**src/common/cluster_cfg_pkg.sv**
```systemverilog
package cluster_cfg_pkg;

    // ************************************************************************
    // Cluster shape
    // ************************************************************************

    localparam int NUM_SOCKETS = 2;

    // ************************************************************************
    // DCR address map
    // ************************************************************************

    // Ranges are half open, begin inclusive and end exclusive

    // Socket base state
    localparam DCR_BASE_BEGIN = 12'h001;
    localparam DCR_BASE_END   = 12'h020;

    // Texture state
    localparam DCR_TEX_BEGIN  = 12'h020;
    localparam DCR_TEX_END    = 12'h040;

    // Render output state
    localparam DCR_ROP_BEGIN  = 12'h040;
    localparam DCR_ROP_END    = 12'h060;

    // Interrupt enable per socket, last word of the base range
    // Bit s of the data enables socket s
    localparam DCR_IRQ_MASK_ADDR = 12'h01F;

endpackage

```
**src/common/cluster_bus_pkg.sv**
```systemverilog
package cluster_bus_pkg;

    // ************************************************************************
    // DCR bus words
    // ************************************************************************

    localparam int DCR_ADDR_BITS = 12;
    localparam int DCR_DATA_BITS = 32;

    typedef logic [DCR_ADDR_BITS-1:0] dcr_addr_t;
    typedef logic [DCR_DATA_BITS-1:0] dcr_data_t;

    // ************************************************************************
    // Socket status port
    // ************************************************************************

    // Which status field a socket write targets
    typedef enum logic [1:0] {
        STATUS_ERR        = 2'd0,
        STATUS_PIPE_CLEAN = 2'd1,
        STATUS_EPC        = 2'd2
    } status_sel_t;

    // Error codes, anything nonzero counts as pending
    localparam int ERR_CODE_BITS = 8;

    typedef logic [ERR_CODE_BITS-1:0] err_code_t;

    localparam err_code_t ERR_NONE = '0;

    // Socket index for the interrupt report
    typedef logic [$clog2(cluster_cfg_pkg::NUM_SOCKETS)-1:0] sock_idx_t;

endpackage

```
**src/dcr/dcr_range_filter.sv**
```systemverilog
`timescale 1ns/1ps

module dcr_range_filter (
    input  logic                       clk,
    input  logic                       arst_n,

    // Host write
    input  logic                       dcr_wr_valid,
    input  cluster_bus_pkg::dcr_addr_t dcr_wr_addr,
    input  cluster_bus_pkg::dcr_data_t dcr_wr_data,

    // One strobe per range, registered
    output logic                       sock_dcr_wr_valid,
    output logic                       tex_dcr_wr_valid,
    output logic                       rop_dcr_wr_valid,
    output cluster_bus_pkg::dcr_addr_t dcr_out_addr,
    output cluster_bus_pkg::dcr_data_t dcr_out_data
);

    import cluster_cfg_pkg::*;
    import cluster_bus_pkg::*;

    logic base_hit;
    logic tex_hit;
    logic rop_hit;
    logic any_hit;

    function automatic logic addr_in_range(
        input dcr_addr_t addr,
        input dcr_addr_t range_begin,
        input dcr_addr_t range_end
    );
        return (addr >= range_begin) && (addr < range_end);
    endfunction

    // ************************************************************************
    // Address decode
    // ************************************************************************

    assign base_hit = dcr_wr_valid && addr_in_range(dcr_wr_addr, DCR_BASE_BEGIN, DCR_BASE_END);
    assign tex_hit  = dcr_wr_valid && addr_in_range(dcr_wr_addr, DCR_TEX_BEGIN, DCR_TEX_END);
    assign rop_hit  = dcr_wr_valid && addr_in_range(dcr_wr_addr, DCR_ROP_BEGIN, DCR_ROP_END);

    // Ranges do not overlap, so at most one is set
    assign any_hit  = base_hit || tex_hit || rop_hit;

    // ************************************************************************
    // Output stage
    // ************************************************************************

    always_ff @(posedge clk or negedge arst_n) begin
        if (!arst_n) begin
            sock_dcr_wr_valid <= 1'b0;
            tex_dcr_wr_valid  <= 1'b0;
            rop_dcr_wr_valid  <= 1'b0;
        end else begin
            sock_dcr_wr_valid <= base_hit;
            tex_dcr_wr_valid  <= tex_hit;
            rop_dcr_wr_valid  <= rop_hit;
        end
    end

    // Word holds until the next routed write
    always_ff @(posedge clk) begin
        if (any_hit) begin
            dcr_out_addr <= dcr_wr_addr;
            dcr_out_data <= dcr_wr_data;
        end
    end

endmodule

```
**src/status_regs.sv**
```systemverilog
`timescale 1ns/1ps

module status_regs (
    input  logic                                                     clk,
    input  logic                                                     arst_n,

    // Status write port, one lane per socket
    input  logic [cluster_cfg_pkg::NUM_SOCKETS-1:0]                  status_wr_valid,
    input  cluster_bus_pkg::status_sel_t [cluster_cfg_pkg::NUM_SOCKETS-1:0] status_wr_sel,
    input  cluster_bus_pkg::dcr_data_t [cluster_cfg_pkg::NUM_SOCKETS-1:0]   status_wr_data,

    // One-hot clear from the interrupt controller
    input  logic [cluster_cfg_pkg::NUM_SOCKETS-1:0]                  err_clear,

    output logic [cluster_cfg_pkg::NUM_SOCKETS-1:0]                  err_pending,
    output cluster_bus_pkg::err_code_t [cluster_cfg_pkg::NUM_SOCKETS-1:0]   err_code,
    output logic [cluster_cfg_pkg::NUM_SOCKETS-1:0]                  pipe_clean,
    output cluster_bus_pkg::dcr_data_t [cluster_cfg_pkg::NUM_SOCKETS-1:0]   epc
);

    import cluster_cfg_pkg::*;
    import cluster_bus_pkg::*;

    // ************************************************************************
    // Per-socket register set
    // ************************************************************************

    for (genvar s = 0; s < NUM_SOCKETS; s++) begin : g_sock

        logic      err_wr;
        err_code_t err_wr_code;

        assign err_wr      = status_wr_valid[s] && (status_wr_sel[s] == STATUS_ERR);
        assign err_wr_code = status_wr_data[s][ERR_CODE_BITS-1:0];

        // A new error landing with the clear takes priority
        always_ff @(posedge clk or negedge arst_n) begin
            if (!arst_n) begin
                err_code[s] <= ERR_NONE;
            end else if (err_wr) begin
                err_code[s] <= err_wr_code;
            end else if (err_clear[s]) begin
                err_code[s] <= ERR_NONE;
            end
        end

        always_ff @(posedge clk or negedge arst_n) begin
            if (!arst_n) begin
                pipe_clean[s] <= 1'b0;
                epc[s]        <= '0;
            end else if (status_wr_valid[s]) begin
                case (status_wr_sel[s])
                    STATUS_PIPE_CLEAN: pipe_clean[s] <= status_wr_data[s][0];
                    STATUS_EPC:        epc[s]        <= status_wr_data[s];
                    // Error writes handled above, selector 3 dropped
                    default: ;
                endcase
            end
        end

        assign err_pending[s] = (err_code[s] != ERR_NONE);

    end

endmodule

```
**src/interrupt_ctl.sv**
```systemverilog
`timescale 1ns/1ps

module interrupt_ctl (
    input  logic                                                     clk,
    input  logic                                                     arst_n,

    // Base range DCR writes, after the filter
    input  logic                                                     sock_dcr_wr_valid,
    input  cluster_bus_pkg::dcr_addr_t                               dcr_out_addr,
    input  cluster_bus_pkg::dcr_data_t                               dcr_out_data,

    // Socket status
    input  logic [cluster_cfg_pkg::NUM_SOCKETS-1:0]                  err_pending,
    input  cluster_bus_pkg::err_code_t [cluster_cfg_pkg::NUM_SOCKETS-1:0]   err_code,
    input  cluster_bus_pkg::dcr_data_t [cluster_cfg_pkg::NUM_SOCKETS-1:0]   epc,

    input  logic                                                     irq_ack,
    input  logic [cluster_cfg_pkg::NUM_SOCKETS-1:0]                  socket_busy,

    output logic [cluster_cfg_pkg::NUM_SOCKETS-1:0]                  err_clear,
    output logic                                                     irq,
    output cluster_bus_pkg::sock_idx_t                               irq_socket,
    output cluster_bus_pkg::err_code_t                               irq_cause,
    output cluster_bus_pkg::dcr_data_t                               irq_epc,
    output logic [cluster_cfg_pkg::NUM_SOCKETS-1:0]                  irq_mask,
    output logic                                                     busy
);

    import cluster_cfg_pkg::*;
    import cluster_bus_pkg::*;

    logic      mask_wr;
    logic      sel_valid;
    sock_idx_t sel_idx;

    // ************************************************************************
    // Interrupt mask
    // ************************************************************************

    assign mask_wr = sock_dcr_wr_valid && (dcr_out_addr == DCR_IRQ_MASK_ADDR);

    always_ff @(posedge clk or negedge arst_n) begin
        if (!arst_n) begin
            irq_mask <= '0;
        end else if (mask_wr) begin
            irq_mask <= dcr_out_data[NUM_SOCKETS-1:0];
        end
    end

    // ************************************************************************
    // Priority select and report
    // ************************************************************************

    // Scan downwards so the lowest enabled socket is kept
    always_comb begin
        sel_valid = 1'b0;
        sel_idx   = '0;
        for (int s = NUM_SOCKETS - 1; s >= 0; s--) begin
            if (err_pending[s] && irq_mask[s]) begin
                sel_valid = 1'b1;
                sel_idx   = sock_idx_t'(s);
            end
        end
    end

    always_ff @(posedge clk or negedge arst_n) begin
        if (!arst_n) begin
            irq <= 1'b0;
        end else begin
            irq <= sel_valid;
        end
    end

    always_ff @(posedge clk) begin
        irq_socket <= sel_idx;
        irq_cause  <= err_code[sel_idx];
        irq_epc    <= epc[sel_idx];
    end

    // Ack clears the socket currently reported
    always_comb begin
        err_clear = '0;
        if (irq && irq_ack) begin
            err_clear[irq_socket] = 1'b1;
        end
    end

    // ************************************************************************
    // Cluster busy
    // ************************************************************************

    always_ff @(posedge clk or negedge arst_n) begin
        if (!arst_n) begin
            busy <= 1'b0;
        end else begin
            busy <= |socket_busy;
        end
    end

endmodule

```
**src/cluster_ctrl.sv**
```systemverilog
`timescale 1ns/1ps

module cluster_ctrl (
    input  logic                                                     clk,
    input  logic                                                     arst_n,

    // Host DCR write
    input  logic                                                     dcr_wr_valid,
    input  cluster_bus_pkg::dcr_addr_t                               dcr_wr_addr,
    input  cluster_bus_pkg::dcr_data_t                               dcr_wr_data,

    // Routed DCR writes
    output logic                                                     sock_dcr_wr_valid,
    output logic                                                     tex_dcr_wr_valid,
    output logic                                                     rop_dcr_wr_valid,
    output cluster_bus_pkg::dcr_addr_t                               dcr_out_addr,
    output cluster_bus_pkg::dcr_data_t                               dcr_out_data,

    // Socket side
    input  logic [cluster_cfg_pkg::NUM_SOCKETS-1:0]                  status_wr_valid,
    input  cluster_bus_pkg::status_sel_t [cluster_cfg_pkg::NUM_SOCKETS-1:0] status_wr_sel,
    input  cluster_bus_pkg::dcr_data_t [cluster_cfg_pkg::NUM_SOCKETS-1:0]   status_wr_data,
    input  logic [cluster_cfg_pkg::NUM_SOCKETS-1:0]                  socket_busy,

    // Interrupt to host
    input  logic                                                     irq_ack,
    output logic                                                     irq,
    output cluster_bus_pkg::sock_idx_t                               irq_socket,
    output cluster_bus_pkg::err_code_t                               irq_cause,
    output cluster_bus_pkg::dcr_data_t                               irq_epc,
    output logic [cluster_cfg_pkg::NUM_SOCKETS-1:0]                  irq_mask,

    output logic [cluster_cfg_pkg::NUM_SOCKETS-1:0]                  pipe_clean,
    output logic                                                     busy
);

    import cluster_cfg_pkg::*;
    import cluster_bus_pkg::*;

    logic [NUM_SOCKETS-1:0]      err_pending;
    logic [NUM_SOCKETS-1:0]      err_clear;
    err_code_t [NUM_SOCKETS-1:0] err_code;
    dcr_data_t [NUM_SOCKETS-1:0] epc;

    dcr_range_filter u_dcr_range_filter (
        .clk               (clk),
        .arst_n            (arst_n),
        .dcr_wr_valid      (dcr_wr_valid),
        .dcr_wr_addr       (dcr_wr_addr),
        .dcr_wr_data       (dcr_wr_data),
        .sock_dcr_wr_valid (sock_dcr_wr_valid),
        .tex_dcr_wr_valid  (tex_dcr_wr_valid),
        .rop_dcr_wr_valid  (rop_dcr_wr_valid),
        .dcr_out_addr      (dcr_out_addr),
        .dcr_out_data      (dcr_out_data)
    );

    status_regs u_status_regs (
        .clk             (clk),
        .arst_n          (arst_n),
        .status_wr_valid (status_wr_valid),
        .status_wr_sel   (status_wr_sel),
        .status_wr_data  (status_wr_data),
        .err_clear       (err_clear),
        .err_pending     (err_pending),
        .err_code        (err_code),
        .pipe_clean      (pipe_clean),
        .epc             (epc)
    );

    interrupt_ctl u_interrupt_ctl (
        .clk               (clk),
        .arst_n            (arst_n),
        .sock_dcr_wr_valid (sock_dcr_wr_valid),
        .dcr_out_addr      (dcr_out_addr),
        .dcr_out_data      (dcr_out_data),
        .err_pending       (err_pending),
        .err_code          (err_code),
        .epc               (epc),
        .irq_ack           (irq_ack),
        .socket_busy       (socket_busy),
        .err_clear         (err_clear),
        .irq               (irq),
        .irq_socket        (irq_socket),
        .irq_cause         (irq_cause),
        .irq_epc           (irq_epc),
        .irq_mask          (irq_mask),
        .busy              (busy)
    );

endmodule

```
**config.mk**
```make
export PLATFORM = sky130hd
export DESIGN_NAME = cluster_ctrl
export DESIGN_NICKNAME = d
export VERILOG_FILES = /design/src/common/cluster_cfg_pkg.sv /design/src/common/cluster_bus_pkg.sv /design/src/dcr/dcr_range_filter.sv /design/src/status_regs.sv /design/src/interrupt_ctl.sv /design/src/cluster_ctrl.sv
export SDC_FILE = /design/constraint.sdc
export NUM_CORES = 1
export LEC_CHECK = 0
export ABC_AREA = 1
export BUFFER_PORTS_ARGS = -buffer_cell sky130_fd_sc_hd__buf_2
export CAP_MARGIN = 20
export CORE_ASPECT_RATIO = 0.5
export CORE_MARGIN = 2
export CORE_UTILIZATION = 38
export CTS_CLUSTER_DIAMETER = 120
export DETAILED_ROUTE_END_ITERATION = 16
export PLACE_DENSITY_LB_ADDON = 0.05
export SLEW_MARGIN = 40
export SYNTH_ARGS = -nofsm -noshare
export SYNTH_HDL_FRONTEND = slang
export SYNTH_SLANG_ARGS = --single-unit
```
**constraint.sdc**
```tcl
create_clock -name clk -period 1.1 [get_ports clk]
set_input_delay 0.22 -clock clk [delete_from_list [all_inputs] [get_ports clk]]
set_output_delay 0.22 -clock clk [all_outputs]
set_load 0.02 [all_outputs]
```
## Word level (Yosys, flattened, before mapping)

Cells that the tools add are included.

- Multiplexer cells: 14
- $lt $le $gt $ge: 9
- Equality and inequality tests: 5
- Reductions and logical operators: 26

Operators by type and width:

| kind | count |
|---|---|
| $mux W32 | 2 |
| $mux W8 | 6 |
| $lt A12 B7 Y1 const B | 2 |
| $reduce_bool A8 Y1 | 2 |
| $logic_and A1 B1 Y1 | 13 |
| $eq A12 B5 Y1 const B | 1 |
| $ge A12 B1 Y1 const B | 1 |
| $ge A12 B6 Y1 const B | 1 |
| $ge A12 B7 Y1 const B | 1 |
| $lt A12 B6 Y1 const B | 1 |
| $reduce_and A2 Y1 | 4 |
| $eq A2 B1 Y1 const B | 2 |
| $eq A2 B2 Y1 const B | 2 |
| $logic_not A2 Y1 | 2 |
| $lt A1 B2 Y1 const B | 2 |
| $mux W1 | 4 |
| $reduce_bool A2 Y1 | 2 |
| $logic_or A1 B1 Y1 | 2 |
| $mux W2 | 1 |
| $reduce_or A2 Y1 | 1 |
| $demux W1 S1 | 1 |
| $ge A1 B1 Y1 const B | 1 |

- Bits in registers: 174
- Bits of input ports: 120
- Output and inout bits: 94

## Longest topological paths before layout

- Depth after elaboration: 7
- Gate-level depth with buffers: 8

## Modules after synthesis

Synthesis repeated with hierarchy kept, for this count alone.

- Cells, all modules: 635
- Area, all modules: 6652.6 um^2

By module, submodules not included:

| module | area each (um^2) | times used | cells an instance |
|---|---|---|---|
| status_regs | 3562.2 | 1 | 364 |
| interrupt_ctl | 1591.5 | 1 | 203 |
| dcr_range_filter | 1498.9 | 1 | 68 |

## Worst setup path before layout

OpenSTA, ideal clock, no wires.

- Path kind: in2reg
- Start point: input dcr_wr_addr[4]
- End point: register u_dcr_range_filter.dcr_out_addr[0], enable pin
- Arrival time: 1.525 ns
- Stages: 4
- Setup slack: -1.095 ns
- Library setup time: 0.670 ns
- Data required time: 0.430 ns
- Cell sequence: nor3_1 > nand2_1 > nand2_1 > nand3_1

- Word-level cells in the longest chain between the ends: 5
- Elaborated cells on any way between the ends: 14

RTL lines:

| item | RTL line | text |
|---|---|---|
| start, declared | cluster_ctrl.sv:9 | `input cluster_bus_pkg::dcr_addr_t dcr_wr_addr,` |
| $ge A12 B1 Y1 (tied with other cells) | dcr_range_filter.sv:33 | `return (addr >= range_begin) && (addr < range_end);` |
| $logic_and A1 B1 Y1 | dcr_range_filter.sv:33 |  |
| $logic_and A1 B1 Y1 (on tied branches) | dcr_range_filter.sv:40, dcr_range_filter.sv:41 |  |
| $logic_or A1 B1 Y1 | dcr_range_filter.sv:45 | `assign any_hit = base_hit \|\| tex_hit \|\| rop_hit;` |
| $logic_or A1 B1 Y1 * | dcr_range_filter.sv:45 |  |
| net u_dcr_range_filter.any_hit | dcr_range_filter.sv:26 | `logic any_hit;` |
| end signal, assigned | dcr_range_filter.sv:66 | `dcr_out_addr <= dcr_wr_addr;` |
| end, declared | dcr_range_filter.sv:16 | `output cluster_bus_pkg::dcr_addr_t dcr_out_addr,` |

The timed path passes the listed nets; every way through them passes the cells marked *.
A chain may end at the register's enable or synchronous reset.

## Worst setup path in the final report

- Start point: register u_status_regs.err_code[5] in the netlist's numbering
- End point: register u_interrupt_ctl.irq_epc[26]

- Word-level cells in the longest chain between the ends: 5

RTL lines:

| item | RTL line | text |
|---|---|---|
| start, declared | status_regs.sv:16 | `output cluster_bus_pkg::err_code_t [cluster_cfg_pkg::NUM_SOCKETS-1:0] err_code,` |
| start signal, assigned by index | status_regs.sv:41 | `err_code[s] <= err_wr_code;` |
| $reduce_bool A8 Y1 | status_regs.sv:61 | `assign err_pending[s] = (err_code[s] != ERR_NONE);` |
| $logic_and A1 B1 Y1 | interrupt_ctl.sv:59 | `if (err_pending[s] && irq_mask[s]) begin` |
| $mux W1 | interrupt_ctl.sv:59 |  |
| $mux W32 (not written as such) (2 in a row) | interrupt_ctl.sv:77 | `irq_epc <= epc[sel_idx];` |
| end signal, assigned | interrupt_ctl.sv:77 |  |
| end, declared | interrupt_ctl.sv:24 | `output cluster_bus_pkg::dcr_data_t irq_epc,` |

No other way between the ends. The select of a mux whose other input is x is not followed.

==> Implementation_results.wiki <==
{| class="wikitable"
! Metric !! Value
|-
| Status || finished with violations
|-
| Violations in the final reports || setup timing
|-
| Slew at the pin closest to its max-slew limit || 0.2622 ns
|-
| Overall die width || 184.9 um
|-
| Most common library cell in the layout ignoring fill and taps || sky130_fd_sc_hd__buf_2
|-
| Area fraction in compound gates after synthesis || 0.03199
|-
| HPWL reported at the end of detailed placement || 11220 um
|-
| Clock sink count || 174
|-
| Initial core utilization || 0.3962
|-
| Area of the core || 0.01570 sq mm
|-
| Total placed instance area || 0.008019 sq mm
|-
| Clk pwr share || 0.371
|-
| Pin count of the biggest net entering global routing || 41
|-
| Synthesized instance count || 518
|-
| Part of the total power dissipated in combinational logic || 0.158
|-
| Global Route Usage Sum || 0.2056
|-
| Area occupied by multi-input gates || 0.001718 sq mm
|-
| Startpoint of the lowest-slack hold path || status_wr_data[29]
|-
| Count of antenna-violating nets left after detailed routing || 0
|-
| Sw power || 4.289 mW
|-
| Leakage component of the power || 4.712 nW
|-
| Flops & latches, synth || 174
|-
| Ratio of final minimum period to clock period || 1.319
|-
| Part of the total power dissipated in sequential elements || 0.470
|-
| Finished Layout Cells || 1074
|-
| Final cell utilization of the core || 0.6318
|-
| Buffers added on ports || 213
|-
| Required arrival time at the worst endpoint || 1.42 ns
|-
| Weighted congestion reported at the end of routability-driven placement || 0.8053
|-
| Simple-gate area share of the yosys netlist || 0.1370
|-
| Area used by sequential logic in the layout || 0.004420 sq mm
|-
| Worst-case headroom to the max-slew limit || 0.8252
|-
| Reg-to-reg critical path startpoint || u_status_regs.err_code[5]
|-
| Number of global-route vias before repair || 5135
|-
| CTS buffer count || 17
|-
| Largest family of logic cells by synthesized area || simple AND/OR/NAND/NOR gates
|-
| Final TNS setup || -18.70 ns
|-
| Initial antenna violation count || 0
|-
| First-pass iteration count of the detailed router || 7
|-
| Clock transition at the register clock pins on the worst setup and hold paths after CTS || 0.07 ns
|-
| First-pass GRT wire length || 26970 um
|-
| DRT iter0 DRCs || 135
|-
| Buffer levels on the longest clock path || 2
|-
| Vias/cell || 4.526
|-
| Hold/Removal Path Class || primary input to register
|-
| Post-Place Cells || 983
|-
| Sequential area share after synthesis || 0.7026
|-
| Die area || 0.01747 sq mm
|-
| Synthesized netlist net count || 638
|-
| Worst-case clock skew || 0.005867 ns
|-
| Most crowded layer after global routing || met2
|-
| Arr. time, crit path || 1.77 ns
|-
| Top fanout value on the critical path || 14
|-
| Final layout net count || 959
|-
| Cell row count || 32
|-
| Vertical die dimension || 94.46 um
|-
| Total via count after detailed routing || 4861
|-
| DRC viols || 0
|-
| Warnings, synthesis || 0
|-
| Max-Cap Viols || 0
|-
| Crit path capture type || register
|-
| Multiplexer fraction of the synthesized cell area || 0.08692
|-
| Nature of the critical path startpoint || register
|-
| Setup repair after global routing missed its margin || yes
|-
| Most frequent cells in the layout || 124 x sky130_fd_sc_hd__buf_2, 106 x sky130_fd_sc_hd__nand2_1, 94 x sky130_fd_sc_hd__buf_6
|-
| Layout overhead on the synthesized area || 59.46%
|-
| Final min period || 1.451 ns
|-
| Global Route met1 Usage || 0.2540
|-
| Met2 track utilization from global routing || 0.3368
|-
| Total setup violations reported at the end of the flow || 100
|-
| Met3 layer usage reported by global route || 0.08831
|-
| Later-pin clock latency in the skew report || 0.43 ns
|-
| Achievable clock frequency || 689.0 MHz
|-
| Max Transition Viols Final || 0
|-
| CTS tree || built
|-
| Worst vdd rail ir drop || 1.203 mV
|-
| Setup ws final || -0.3514 ns
|-
| Share of post-route cells with drive strength above 1 || 0.5059
|-
| Xor and xnor fraction of the mapped netlist area || 0
|-
| Post-synthesis instance area || 0.006218 sq mm
|-
| Wire length per cell after detailed routing || 16.03 um
|-
| Crit path launch || u_status_regs.err_code[5]
|-
| Adder and majority gate portion of the synthesized area || 0
|-
| Design internal power || 12.58 mW
|-
| Count of different cell masters after synthesis || 21
|-
| # IOs || 214
|-
| Path type of the worst setup path || register to register
|-
| Total non-filler cell area in the finished layout || 0.009916 sq mm
|-
| Final hold vios || 0
|-
| CTS root buf || sky130_fd_sc_hd__clkbuf_16
|-
| GRT Residual Overflow || 0
|-
| Post-Route WL || 17220 um
|-
| H-tree Lvls || 4
|-
| Syn Area/Cell || 12.00 sq um
|-
| Pwr per Cell Area || 1701 mW/mm^2
|-
| Net switching fraction of the power || 0.2542
|-
| Final-layout fill cell count || 1268
|}
## metal layers
layer,vias up,share of wire
met3,14,0.089
met5,-,0
met1,2322,0.42
met2,154,0.48
met4,0,0.0088
li1,2371,-
## cell families (layout without fill, tap and decap cells)
logic type / count (synthesis) / after routing
other: 0 / 1
and+or+nand+nor: 203 / 203
buffers and inverters: 56 / 390
DFF: 174 / 174
muxes: 48 / 48
AOI/OAI and AO/OA: 37 / 37
## what timing repair did
item | 4_1_cts | 5_1_grt
setup buffers | 10 | 3
pin swaps | 3 | 4
resized for setup | 207 | 41
gates cloned | 1 | 1
hold buffers | 43 | 0
hold endpoints to repair | 130 | 0
setup endpoints to repair | 138 | 138
## path summary, 6_finish.rpt
check                      cells past startpoint  slack, ns                          end
setup reg to reg                               8      -0.35  u_interrupt_ctl.irq_epc[26]
hold / removal                                 2       0.02        u_status_regs.epc[29]
hold reg to reg                                2       0.46  u_interrupt_ctl.irq_epc[13]
max in group asynchronous                      3       0.40        u_status_regs.epc[18]
setup / recovery                               8      -0.35  u_interrupt_ctl.irq_epc[26]
min in group asynchronous                      2       0.20          u_interrupt_ctl.irq
## Yosys cell counts
master                     count  area (sq um)
sky130_fd_sc_hd__or2_2         3         18.77
sky130_fd_sc_hd__dfxtp_1      41         820.8
sky130_fd_sc_hd__nand2_2       1         6.260
sky130_fd_sc_hd__nor2_1       21         78.83
sky130_fd_sc_hd__inv_1        35         131.4
sky130_fd_sc_hd__mux2_2       48         540.5
sky130_fd_sc_hd__o21ai_1       1         5.000
sky130_fd_sc_hd__nand2_1     118         442.9
sky130_fd_sc_hd__o21ai_2       1         8.760
sky130_fd_sc_hd__nand3_1      55         275.3
sky130_fd_sc_hd__clkbuf_1      3         11.26
sky130_fd_sc_hd__nand4_1       1         6.260
sky130_fd_sc_hd__o22ai_1       8         50.05
sky130_fd_sc_hd__nor2_2        1         6.260
sky130_fd_sc_hd__dfrtp_1      89          2227
sky130_fd_sc_hd__nor3_1        2         10.01
sky130_fd_sc_hd__buf_2        14         70.07
sky130_fd_sc_hd__o21ai_0      27         135.1
sky130_fd_sc_hd__edfxtp_1     44          1321
sky130_fd_sc_hd__buf_6         4         45.04
sky130_fd_sc_hd__nand3b_1      1         7.510
## final cells by class
cell class                      instances  area share
Sequential cell                       174      0.4458
Timing Repair Buffer                  323      0.2774
Multi-Input combinational cell        288      0.1732
Clock buffer                           19     0.04681
Tap cell                              221     0.02789
Clock inverter                         13     0.01539
Inverter                               35     0.01325
Antenna cell                            1   0.0002524
## per-stage QoR
step	hold slack (ns)	setup slack, ns	power, mW
detailed placement	0.09956	-0.3271	10.09
floorplan	-0.07559	-0.2435	9.026
finish	0.02140	-0.3514	16.87
global placement	0.09868	-0.3462	10.05
CTS	0.001742	-0.3313	16.98
global route	0.01248	-0.4435	17.60
## worst max-delay path: stages (launching register included)
cell and delay, ns:
sky130_fd_sc_hd__dfrtp_1 0.38, sky130_fd_sc_hd__nor2_1 0.13, sky130_fd_sc_hd__nand2_1 0.10, sky130_fd_sc_hd__o21ai_4 0.22, sky130_fd_sc_hd__buf_6 0.15, sky130_fd_sc_hd__nand2_8 0.07
sky130_fd_sc_hd__clkbuf_16 0.19, sky130_fd_sc_hd__nand2_1 0.06, sky130_fd_sc_hd__nand2_1 0.04
## power by group through the flow
stage / sequential [mW] / clock, mW / combinational [mW]
after floorplan: 8.26 / 0 / 0.767
after global placement: 7.91 / 0 / 2.14
after detailed placement: 7.92 / 0 / 2.17
after CTS: 7.92 / 6.39 / 2.66
after global routing: 8.02 / 6.66 / 2.92
final: 7.93 / 6.27 / 2.67
## flip-flops by register name, indices dropped and copies added (netlist names)
register and count:
u_status_regs.epc 64, u_dcr_range_filter.dcr_out_data 32, u_interrupt_ctl.irq_epc 32, u_status_regs.err_code 16, u_dcr_range_filter.dcr_out_addr 12, u_interrupt_ctl.irq_cause 8, u_interrupt_ctl.irq_mask 2, u_status_regs.pipe_clean 2
u_dcr_range_filter.rop_dcr_wr_valid 1, u_dcr_range_filter.sock_dcr_wr_valid 1, u_dcr_range_filter.tex_dcr_wr_valid 1, u_interrupt_ctl.busy 1, u_interrupt_ctl.irq 1, u_interrupt_ctl.irq_socket 1
(Power assumes the default switching activity.)
